<file path="config.mk">
export PLATFORM = sky130hd
export DESIGN_NAME = serial_link
export DESIGN_NICKNAME = d
export VERILOG_FILES = /design/src/design/serial_link_pkg.sv /design/src/design/serial_link.sv /design/src/design/sl_rx_phy.sv /design/src/design/sl_tx_phy.sv
export VERILOG_INCLUDE_DIRS = /design/src /design/src/design
export SDC_FILE = /design/constraint.sdc
export NUM_CORES = 1
export LEC_CHECK = 0
export BUFFER_PORTS_ARGS = -buffer_cell sky130_fd_sc_hd__buf_2
export CORE_UTILIZATION = 38
export DETAILED_ROUTE_END_ITERATION = 16
export HOLD_SLACK_MARGIN = 0.02
export SLEW_MARGIN = 5
export SYNTH_ARGS = -nofsm -noshare
export SYNTH_HDL_FRONTEND = slang
export SYNTH_SLANG_ARGS = --single-unit
</file>
<file path="constraint.sdc">
create_clock -name clk_i -period 3.3 [get_ports clk_i]
set_input_delay 0.165 -clock clk_i [delete_from_list [all_inputs] [get_ports clk_i]]
set_output_delay 0.165 -clock clk_i [all_outputs]
set_load 0.03 [all_outputs]
</file>
<file path="src/design/sl_settings.svh">
////////////////////////////////////////
// Serial link settings
// Lane count, word widths and the clock
// divider limit for the link PHY
////////////////////////////////////////

`ifndef SL_SETTINGS_SVH
`define SL_SETTINGS_SVH

// Physical lanes per direction
`define SL_NUM_LANES 4

// User data word and header tag widths
`define SL_DATA_WIDTH 32
`define SL_TAG_WIDTH 2

// Largest even forwarded clock divider
`define SL_MAX_CLK_DIV 16

`endif
</file>
<file path="src/design/serial_link_pkg.sv">
////////////////////////////////////////
// Serial link package
// Vector types, header tags and beat
// framing shared by the PHY blocks
////////////////////////////////////////

`default_nettype none

`include "sl_settings.svh"

package serial_link_pkg;

  typedef logic [`SL_NUM_LANES-1:0] lanes_t;

  // Two bits per lane with one per half-period
  typedef logic [2*`SL_NUM_LANES-1:0] beat_t;

  typedef logic [`SL_DATA_WIDTH-1:0] data_t;

  typedef enum logic [`SL_TAG_WIDTH-1:0] {
    TagIdle,
    TagData,
    TagCtrl,
    TagResp
  } tag_e;

  // Tag sits above the data word
  typedef struct packed {
    tag_e  tag;
    data_t data;
  } payload_t;

  localparam int NumBeats = ($bits(payload_t) + $bits(beat_t) - 1) / $bits(beat_t);

  // Payload zero-padded up to whole beats
  typedef logic [NumBeats*$bits(beat_t)-1:0] frame_t;

  typedef logic [$clog2(NumBeats+1)-1:0] beat_cnt_t;
  typedef logic [$clog2(`SL_MAX_CLK_DIV+1)-1:0] clk_div_t;

endpackage

`default_nettype wire

</file>
<file path="src/design/serial_link.sv">
////////////////////////////////////////
// Serial link PHY top
// Transmit and receive halves of one
// link channel, side by side
////////////////////////////////////////

`default_nettype none

module serial_link (
  input  logic                      clk_i,
  input  logic                      rst_i,
  // Transmit user side
  input  logic                      tx_valid_i,
  input  serial_link_pkg::tag_e     tx_tag_i,
  input  serial_link_pkg::data_t    tx_data_i,
  input  serial_link_pkg::clk_div_t clk_div_i,
  output logic                      tx_busy_o,
  // Line side
  output serial_link_pkg::lanes_t   ddr_o,
  output logic                      ddr_rcv_clk_o,
  input  serial_link_pkg::lanes_t   ddr_i,
  input  logic                      ddr_rcv_clk_i,
  // Receive user side
  output logic                      rx_valid_o,
  output serial_link_pkg::tag_e     rx_tag_o,
  output serial_link_pkg::data_t    rx_data_o
);

  ////////////////////////////////////////
  // Transmitter
  ////////////////////////////////////////

  sl_tx_phy tx0 (
    .clk_i         ( clk_i         ),
    .rst_i         ( rst_i         ),
    .tx_valid_i    ( tx_valid_i    ),
    .tx_tag_i      ( tx_tag_i      ),
    .tx_data_i     ( tx_data_i     ),
    .clk_div_i     ( clk_div_i     ),
    .tx_busy_o     ( tx_busy_o     ),
    .ddr_o         ( ddr_o         ),
    .ddr_rcv_clk_o ( ddr_rcv_clk_o )
  );

  ////////////////////////////////////////
  // Receiver
  ////////////////////////////////////////

  sl_rx_phy rx0 (
    .clk_i         ( clk_i         ),
    .rst_i         ( rst_i         ),
    .ddr_i         ( ddr_i         ),
    .ddr_rcv_clk_i ( ddr_rcv_clk_i ),
    .rx_valid_o    ( rx_valid_o    ),
    .rx_tag_o      ( rx_tag_o      ),
    .rx_data_o     ( rx_data_o     )
  );

endmodule

`default_nettype wire

</file>
<file path="src/design/sl_rx_phy.sv">
////////////////////////////////////////
// Receive PHY
// Samples lanes around forwarded clock
// edges and rebuilds the payload
////////////////////////////////////////

`default_nettype none

module sl_rx_phy (
  input  logic                    clk_i,
  input  logic                    rst_i,
  input  serial_link_pkg::lanes_t ddr_i,
  input  logic                    ddr_rcv_clk_i,
  output logic                    rx_valid_o,
  output serial_link_pkg::tag_e   rx_tag_o,
  output serial_link_pkg::data_t  rx_data_o
);

  localparam int BeatBits    = $bits(serial_link_pkg::beat_t);
  localparam int PayloadBits = $bits(serial_link_pkg::payload_t);
  localparam serial_link_pkg::beat_cnt_t LastBeat =
    serial_link_pkg::beat_cnt_t'(serial_link_pkg::NumBeats - 1);

  logic                       clk_q;
  serial_link_pkg::lanes_t    lanes_q;
  serial_link_pkg::frame_t    frame_q;
  serial_link_pkg::frame_t    frame_d;
  serial_link_pkg::beat_cnt_t beat_q;
  serial_link_pkg::beat_t     beat;
  serial_link_pkg::payload_t  payload;
  logic                       rise;
  logic                       last;

  ////////////////////////////////////////
  // Edge detect and beat assembly
  ////////////////////////////////////////

  assign rise = ddr_rcv_clk_i && !clk_q;

  // Even half was on the lanes one cycle before the edge
  assign beat = {ddr_i, lanes_q};
  assign last = rise && (beat_q == LastBeat);

  always_comb begin
    frame_d = frame_q;
    frame_d[beat_q*BeatBits +: BeatBits] = beat;
    // Padding above the payload is dropped here
    payload = serial_link_pkg::payload_t'(frame_d[PayloadBits-1:0]);
  end

  ////////////////////////////////////////
  // Control state
  ////////////////////////////////////////

  always_ff @(posedge clk_i) begin
    if (rst_i) begin
      clk_q      <= 1'b0;
      beat_q     <= '0;
      rx_valid_o <= 1'b0;
    end else begin
      clk_q      <= ddr_rcv_clk_i;
      rx_valid_o <= last;
      if (last) begin
        beat_q <= '0;
      end else if (rise) begin
        beat_q <= beat_q + serial_link_pkg::beat_cnt_t'(1);
      end
    end
  end

  // Lane history, frame store and output payload
  always_ff @(posedge clk_i) begin
    lanes_q <= ddr_i;
    if (rise) begin
      frame_q <= frame_d;
    end
    if (last) begin
      rx_tag_o  <= payload.tag;
      rx_data_o <= payload.data;
    end
  end

endmodule

`default_nettype wire

</file>
<file path="src/design/sl_tx_phy.sv">
////////////////////////////////////////
// Transmit PHY
// Serializes a payload into DDR lane
// beats with a divided forwarded clock
////////////////////////////////////////

`default_nettype none

`include "sl_settings.svh"

module sl_tx_phy (
  input  logic                      clk_i,
  input  logic                      rst_i,
  input  logic                      tx_valid_i,
  input  serial_link_pkg::tag_e     tx_tag_i,
  input  serial_link_pkg::data_t    tx_data_i,
  input  serial_link_pkg::clk_div_t clk_div_i,
  output logic                      tx_busy_o,
  output serial_link_pkg::lanes_t   ddr_o,
  output logic                      ddr_rcv_clk_o
);

  localparam int BeatBits = $bits(serial_link_pkg::beat_t);
  localparam serial_link_pkg::beat_cnt_t LastBeat =
    serial_link_pkg::beat_cnt_t'(serial_link_pkg::NumBeats - 1);

  typedef enum logic {
    TxIdle,
    TxSend
  } tx_state_e;

  tx_state_e                  state_q;
  serial_link_pkg::frame_t    frame_q;
  serial_link_pkg::clk_div_t  div_q;
  serial_link_pkg::clk_div_t  phase_q;
  serial_link_pkg::beat_cnt_t beat_q;
  serial_link_pkg::payload_t  payload;
  serial_link_pkg::beat_t     cur_beat;
  logic                       accept;
  logic                       beat_end;
  logic                       high_half;

  always_comb begin
    payload.tag  = tx_tag_i;
    payload.data = tx_data_i;
  end

  // Strobes are only taken while idle
  assign accept   = tx_valid_i && (state_q == TxIdle);
  assign beat_end = (phase_q == div_q - serial_link_pkg::clk_div_t'(1));

  ////////////////////////////////////////
  // Beat and phase sequencing
  ////////////////////////////////////////

  always_ff @(posedge clk_i) begin
    if (rst_i) begin
      state_q <= TxIdle;
      phase_q <= '0;
      beat_q  <= '0;
    end else begin
      case (state_q)
        TxIdle: begin
          if (accept) begin
            state_q <= TxSend;
          end
        end
        TxSend: begin
          if (beat_end) begin
            phase_q <= '0;
            if (beat_q == LastBeat) begin
              state_q <= TxIdle;
              beat_q  <= '0;
            end else begin
              beat_q <= beat_q + serial_link_pkg::beat_cnt_t'(1);
            end
          end else begin
            phase_q <= phase_q + serial_link_pkg::clk_div_t'(1);
          end
        end
        default: state_q <= TxIdle;
      endcase
    end
  end

  // Frame shifts down so the current beat is always at the bottom
  always_ff @(posedge clk_i) begin
    if (accept) begin
      frame_q <= serial_link_pkg::frame_t'(payload);
      div_q   <= clk_div_i;
    end else if ((state_q == TxSend) && beat_end) begin
      frame_q <= frame_q >> BeatBits;
    end
  end

  ////////////////////////////////////////
  // Line outputs
  ////////////////////////////////////////

  assign tx_busy_o = (state_q == TxSend);
  assign cur_beat  = frame_q[BeatBits-1:0];
  // Second half of each beat period drives the clock high
  assign high_half = (phase_q >= (div_q >> 1));

  assign ddr_rcv_clk_o = tx_busy_o && high_half;
  assign ddr_o = !tx_busy_o ? '0 :
                 high_half ? cur_beat[2*`SL_NUM_LANES-1:`SL_NUM_LANES] :
                             cur_beat[`SL_NUM_LANES-1:0];

endmodule

`default_nettype wire

</file>
-- Word-level counts from Yosys, hierarchy flattened
Index checks and enable logic that the tools add are counted.
W data, S select, Z words.
- input port bits: 47
- register bits: 131
- mux-type cells: 11
- equality and inequality tests: 3
- order comparisons: 1
- reduce and logical (&&, ||, !) cells: 9
- bitwise logic cells: 1
- $add $sub $neg: 5
- shifts and indexed selects: 2
- operators with widths (kind ; count):
    $mux W34 ; 2
    $bwmux W40 ; 1
    $shift A8 B34 Y40 const A ; 1
    $shiftx A8 B34 Y40 ; 1
    $neg A6 Y34 ; 1
    $mux W4 ; 2
    $add A3 B1 Y3 const B ; 2
    $eq A3 B3 Y1 const B ; 2
    $add A5 B1 Y5 const B ; 1
    $eq A5 B5 Y1 ; 1
    $ge A5 B4 Y1 ; 1
    $logic_and A1 B1 Y1 ; 5
    $mux W5 ; 1
    $sub A5 B1 Y5 const B ; 1
    $mux W1 ; 3
    $mux W3 ; 1
    $pmux W1 S2 ; 1
    $reduce_and A2 Y1 ; 1
    $reduce_bool A2 Y1 ; 1
    $reduce_or A2 Y1 ; 1
    $logic_not A1 Y1 ; 1
    $not A1 Y1 ; 1

-- Logic depth before layout (Yosys ltp)
Gate-level depths: netlist of run 1.
- depth in word-level cells: 5
- mapped depth: 9
- mapped depth without buffers: 8

-- By module
Synthesis of run 1 repeated with hierarchy kept, for this count alone.
- cells, all modules: 329
- area total of the unflattened synthesis: 5183.7 um^2
- by module, submodules not included (module ; times used ; area each (um^2) ; seq. area each (um^2) ; cells an instance):
    sl_rx_phy ; 1 ; 2942.8 ; 2222.1 ; 171
    sl_tx_phy ; 1 ; 2240.9 ; 1351.3 ; 158

-- Worst setup path before layout of run 1
OpenSTA, ideal clock, no wires.
- path kind: register to register
- from: register rx0.clk_q
- to: register rx0.rx_data_o[0], enable pin
- data required time: 2.905 ns
- cell stages (with the launch flop): 4
- path buffers: 0
- setup slack: 0.735 ns
- library setup time: 0.395 ns
- period minus slack after synthesis: 2.565 ns
- arrival time: 2.170 ns
- cell sequence: dfxtp_1 -> nand2b_1 -> inv_1 -> and2_1
- longest elaborated chain between the ends: 3
- ends and longest elaborated chain (what ; RTL line ; text):
    from (decl) ; sl_rx_phy.sv:24 ; logic clk_q;
    from (signal assigned) ; sl_rx_phy.sv:61 ; clk_q <= ddr_rcv_clk_i;
    $logic_not A1 Y1 ; sl_rx_phy.sv:38 ; assign rise = ddr_rcv_clk_i && !clk_q;
    $logic_and A1 B1 Y1 ; sl_rx_phy.sv:38 ;
    named net rx0.rise ; sl_rx_phy.sv:31 ; logic rise;
    $logic_and A1 B1 Y1 ; sl_rx_phy.sv:42 ; assign last = rise && (beat_q == LastBeat);
    named net rx0.last ; sl_rx_phy.sv:32 ; logic last;
    to (signal assigned) ; sl_rx_phy.sv:79 ; rx_data_o <= payload.data;
    to (decl) ; sl_rx_phy.sv:16 ; output serial_link_pkg::data_t rx_data_o
The timed path passes the listed nets, and every way through them passes these cells.
A chain may end at the register's enable or synchronous reset.

-- Final worst setup path of run 1
- from: register tx0.phase_q[0]
- to: output ddr_o[2]
- longest elaborated chain between the ends: 3
- ends and longest elaborated chain (what ; RTL line ; text):
    from (decl) ; sl_tx_phy.sv:35 ; serial_link_pkg::clk_div_t phase_q;
    from (signal assigned) ; sl_tx_phy.sv:78 ; phase_q <= phase_q + serial_link_pkg::clk_div_t'(1);
    $ge A5 B4 Y1 ; sl_tx_phy.sv:103 ; assign high_half = (phase_q >= (div_q >> 1));
    $mux W4 ; sl_tx_phy.sv:107 ; high_half ? cur_beat[2*`SL_NUM_LANES-1:`SL_NUM_LANES] :
    $mux W4 ; sl_tx_phy.sv:106 ; assign ddr_o = !tx_busy_o ? '0 :
    to (decl) ; serial_link.sv:19 ; output serial_link_pkg::lanes_t ddr_o,
Every way passes these cells.

==> results of run 1 <==
final timing paths:
check | slack (ns) | end | startpoint | cells after the start
worst max-delay path | 0.48 | ddr_o[2] | tx0.phase_q[0]$_SDFFE_PP0P_ | 8
worst max register to register | 0.60 | rx0.rx_data_o[24]$_DFFE_PP_ | rx0.beat_q[0]$_SDFFE_PP0P_ | 7
worst min register to register | 0.51 | tx0.beat_q[0]$_SDFFE_PP0P_ | tx0.beat_q[0]$_SDFFE_PP0P_ | 2
worst min-delay path | 0.04 | tx0.tx_busy_o$_SDFF_PP0_ | tx_valid_i | 3
routing by layer:
| metal | vias to the layer above | GRT usage | wire (um) |
|---|---|---|---|
| met4 | 0 | 0.0665 | 200 |
| met5 | - | 0 | 0 |
| met1 | 1450 | 0.176 | 4190 |
| met3 | 20 | 0.0475 | 412 |
| met2 | 71 | 0.230 | 4560 |
| li1 | 1452 | - | - |
per-stage QoR:
step	cells	power, mW	worst slack (ns)	instance area, um2
4_1_cts	632	3.78	0.443	6390
3_5_place_dp	591	2.14	0.640	5770
6_report	632	3.74	0.482	6390
5_1_grt	632	3.87	0.318	6390
2_1_floorplan	333	2.05	0.735	5120
3_3_place_gp	591	2.13	0.780	5770
critical path: stages, from the launching register on:
cell      delay, ns
dfxtp_1        0.42
inv_1          0.10
ha_1           0.29
nand2b_1       0.14
a21o_1         0.18
a21o_1         0.18
a211oi_2       0.46
mux2i_1        0.26
buf_2          0.22
registers in the layout, indices dropped and copies added, names as in the netlist:
signal,flops
tx0.div_q,5
rx0.frame_q,34
tx0.frame_q,34
rx0.rx_data_o,32
tx0.beat_q,3
rx0.rx_valid_o,1
rx0.lanes_q,4
rx0.rx_tag_o,2
tx0.tx_busy_o,1
rx0.beat_q,3
tx0.phase_q,5
rx0.clk_q,1
power by group through the flow:
stage / Combinational (mW) / Sequential [mW] / Clock (mW)
after floorplan: 0.181 / 1.87 / 0
after global routing: 0.297 / 1.86 / 1.72
final: 0.269 / 1.85 / 1.62
after CTS: 0.270 / 1.85 / 1.66
after global placement: 0.250 / 1.88 / 0
after detailed placement: 0.258 / 1.88 / 0
synthesized netlist by cell type, types with 2 or more instances:
cell / instances
a211oi_2: 2
a21o_1: 2
a21oi_1: 7
and2_1: 9
buf_1: 2
clkbuf_1: 5
dfxtp_1: 18
edfxtp_1: 107
ha_1: 12
inv_1: 12
mux2_2: 51
mux2i_1: 5
nand2_1: 33
nand2b_1: 4
nand3_1: 12
nand4_1: 2
nor2_1: 11
nor2b_1: 7
nor3_1: 2
o21ai_0: 3
or2b_1: 2
xnor2_1: 4
xor2_1: 5
logic make-up after synthesis:
kind of cell / share of synthesized area
mux: 0.122
buf+inv: 0.0171
fa+ha+maj: 0.0293
compound gates: 0.0311
xor+xnor: 0.0154
simple gates: 0.0866
flops: 0.698
area by class of cell:
cell class                      count  area [um2]
Fill cell                        1162        6800
Clock inverter                     11        78.8
Tap cell                          176         220
Timing Repair Buffer              102         576
Inverter                           12        45.0
Multi-Input combinational cell    187        1460
Sequential cell                   125        3570
Clock buffer                       19         433
==> metrics.txt, run 1 <==
crit path capture type=output pin; Final GP Congestion=0.790; clk buf depth=2; cell area after synthesis=5120 um2; CTS H-tree lvls=4; clk sinks=125; Core Util, Final=0.484; diode count=0; Worst-Margin Slew=0.687 ns; Core ar.=13200 um2; pwr dens=585 nW/um2; Synth area leaders=edfxtp_1 (63%), mux2_2 (11%), dfxtp_1 (7.0%); synthesis-stage register bit count=125; critical path required time=3.13 ns; commonest non-fill, non-tap cell in the layout=edfxtp_1; Post-Syn Nets=392; Final Hold Viols=0; switching power=783 uW; Die X=118 um; Final Setup Violations=0; vias in the first global route=3038; Yosys cell types=39; CTS Hold Bufs=11; largest area contributor in the netlist=edfxtp_1; minimum clock period=2.82 ns; initial antenna violation count=0; Comb power frac=0.072; internal power=2.95 mW; GRT Total Usage=0.144; sequential power share=0.495; Final #Nets=504; RSZ-0062 raised after global routing=no; DRC viols=0; DR iter-0 viols=173; Slew Limit Fails=0; Clk Latency, worst-skew pair=0.41 ns; DIE AREA=13900 um2; total number of vias=2993; wire per inst=14.8 um; EDFF count, synth=107; CTS tree=built; ys flop type=edfxtp_1; layout cell share with drive strength beyond 1=0.384; Initial Utilization=0.388; Syn. warnings=0; WL final=9.37 mm; post-route ant nets=0; worst relative slew slack=0.540; sw frac=0.210; Avg Cell Area, Syn=15.4 um2; P&R area growth vs syn=24.9%; CTS resizes=0; Post-CTS Repair Setup Buffers=0; fin crit share=0.854; VDD IR-drop max=0.284 mV; leak pwr=2.48 nW; clock buffer count from CTS=17; Root Buffer=clkbuf_16; CP max FO=5; status=finished, final reports clean; critical path type=reg -> out; commonest cells after routing, fill and taps aside=edfxtp_1 (107), buf_2 (87), mux2_2 (51); CP arrival=2.65 ns; Site Rows=42; max_cap viols=0; clock-pin slew on the worst setup and hold paths=0.05 ns; gr ovfl total=0; final hold slack=0.0362 ns; Yosys top cell area share=0.628; Async S/R FF share, synth=0; Setup TNS=0 ns; fmax=0.355 GHz; DR pass1 iterations=4; I/O pins=88; Mapped Cells=333; Hold Crit Class=in -> reg; Vias/cell=4.74; number of buffers added on ports=87; Layout Skew=0.00764 ns; largest net degree at the start of global routing=40; Seq/Total Area, Yosys=0.698; hpwl dp=6.05 mm; Worst setup SP type=register; Die Ht=118 um; first-pass GRT wire length=15.3 mm; clock share of power=0.433
Power figures use the tool's default switching activity.
==> run 2, diff against run 1 <==
Settings changed: ABC_AREA from default to 1, CAP_MARGIN from default to 20.
==> metrics.txt, run 2 <==
Clk Latency, worst-skew pair=0.41 ns; number of buffers added on ports=87; Post-Syn Nets=546; final instance area=6770 um2; Final #Nets=670; synthesis-stage register bit count=125; pwr dens=578 nW/um2; leak pwr=2.88 nW; RSZ-0062 raised after global routing=no; Root Buffer=clkbuf_16; Comb power frac=0.082; max_cap viols=0; final hold slack=0.0324 ns; Avg Cell Area, Syn=10.9 um2; placed cell count=744; biggest registers after layout=rx0.frame_q: 34 flops, tx0.frame_q: 34 flops, rx0.rx_data_o: 32 flops; fmax=0.383 GHz; Site Rows=42; ys flop type=edfxtp_1; largest net degree at the start of global routing=39; gr ovfl total=0; VDD IR-drop max=0.307 mV; worst relative slew slack=0.623; EDFF count, synth=107; I/O pins=88; Die Ht=120 um; layout cell share with drive strength beyond 1=0.245; critical path type=reg -> reg; DRC viols=0; vias in the first global route=3595; Die X=120 um; Yosys cell types=32; synth cell count leaders=nand2_1 (154), edfxtp_1 (107), inv_1 (48); Final Setup Violations=0; crit path capture type=register; CP arrival=2.77 ns; Hold Crit Class=in -> reg; top-count cell post-synth=nand2_1; Final Hold Viols=0; Initial Utilization=0.396; hpwl dp=6.83 mm; Async S/R FF share, synth=0; commonest cells after routing, fill and taps aside=nand2_1 (154), edfxtp_1 (107), buf_2 (87); clk buf depth=2; Final GP Congestion=0.826; P&R area growth vs syn=26.9%; Seq/Total Area, Yosys=0.670; diode count=0; clock-pin slew on the worst setup and hold paths=0.06 ns; Vias/cell=4.55; Non-Filler Instances=800; sequential power share=0.472; Slew Limit Fails=0; DIE AREA=14500 um2; initial antenna violation count=0; CTS tree=built; cell area after synthesis=5330 um2; fin crit share=0.790; GRT Total Usage=0.155; CTS H-tree lvls=4; clock buffer count from CTS=17; post-route ant nets=0; Syn. warnings=0; Core ar.=13500 um2; Worst setup SP type=register; switching power=926 uW; first-pass GRT wire length=17.1 mm; DR iter-0 viols=229; Layout Skew=0.00753 ns; Worst-Margin Slew=0.564 ns; critical path required time=3.46 ns; CP max FO=12; status=finished, final reports clean; total number of vias=3640; largest area contributor in the netlist=edfxtp_1; minimum clock period=2.61 ns; Yosys top cell area share=0.603; sw frac=0.237; Synth area leaders=edfxtp_1 (60%), nand2_1 (11%), dfxtp_1 (6.8%); Core Util, Final=0.503; commonest non-fill, non-tap cell in the layout=nand2_1; WL final=10.2 mm; Setup TNS=0 ns; wire per inst=12.8 um; Placement Cell Area=5960 um2; DR pass1 iterations=4; clock share of power=0.446; clk sinks=125; internal power=2.98 mW; CTS resizes=0; Mapped Cells=487
## run 2: cell types whose count changed in the layout (fill, tap and decap cells not counted), sizes merged, moves of 4 or more
cell / previous run / this run
dlygate4sd3: 11 / 24
inv: 12 / 57
o31ai: 1 / 5
mux2i: 5 / 0
mux2: 51 / 11
nor2: 11 / 49
nand2b: 4 / 0
nand2: 33 / 156
o21ai: 3 / 27
xnor2: 4 / 0
nor2b: 7 / 0
nand4: 2 / 6
and2: 9 / 0
## run 2: what timing repair did
action | CTS | global route
hold buffers | 24 | 0
endpoints found under the hold margin | 25 | 0
buffers inserted | 0 | 0
## run 2: path summary, 6_finish.rpt
path	startpoint	end	slack (ns)	cells after the start
max	rx0.beat_q[0]$_SDFFE_PP0P_	rx0.frame_q[24]$_DFFE_PP_	0.69	7
min	tx_data_i[1]	tx0.frame_q[1]$_DFFE_PP_	0.03	3
max reg2reg	rx0.beat_q[0]$_SDFFE_PP0P_	rx0.frame_q[24]$_DFFE_PP_	0.69	7
min reg2reg	rx0.beat_q[1]$_SDFFE_PP0P_	rx0.beat_q[1]$_SDFFE_PP0P_	0.49	2
## run 2: critical path, stage by stage (launching register included)
cell,delay [ns]
dfxtp_1,0.55
inv_6,0.09
ha_1,0.23
ha_1,0.27
inv_2,0.14
nand3_1,0.34
nor2_4,0.34
mux2_2,0.38
## run 2: logic make-up (layout without fill, tap and decap cells)
| group | Yosys count | after routing | synth area share |
|---|---|---|---|
| AOI/OAI and AO/OA | 42 | 42 | 0.0446 |
| xor gates and xnor gates | 2 | 2 | 0.00329 |
| adders and majority gates | 12 | 12 | 0.0282 |
| buffers and inverters | 63 | 200 | 0.0500 |
| DFF | 125 | 125 | 0.670 |
| muxes | 11 | 11 | 0.0246 |
| and+or+nand+nor | 232 | 232 | 0.179 |
## run 2: per-stage QoR
| step | setup WS (ns) | power, mW |
|---|---|---|
| floorplan | 0.374 | 2.09 |
| global placement | 0.796 | 2.17 |
| detailed placement | 0.668 | 2.18 |
| CTS | 0.659 | 3.95 |
| global route | 0.479 | 4.06 |
| finish | 0.692 | 3.91 |
## run 2: power by group through the flow
stage	sequential (mW)	clock, mW	combinational [mW]
3_3_place_gp	1.88	0	0.290
3_5_place_dp	1.88	0	0.298
2_1_floorplan	1.87	0	0.215
4_1_cts	1.85	1.78	0.323
5_1_grt	1.85	1.85	0.364
6_report	1.85	1.74	0.320
## run 2: per-layer routing
metal,part of all wire,wire length [um],up-vias,global-route usage
met4,0.022,223,0,0.0787
met5,0,0,-,0
met1,0.47,4850,1676,0.202
li1,-,-,1880,-
met3,0.038,394,19,0.0354
met2,0.47,4780,65,0.241
## run 2: final cells by class
type,count,area [um2]
fill,1243,6690
sequential,125,3570
multi-input combinational,299,1500
timing repair buffer,115,706
clock buffer,18,429
tap,176,220
inverter,53,204
clock inverter,14,134
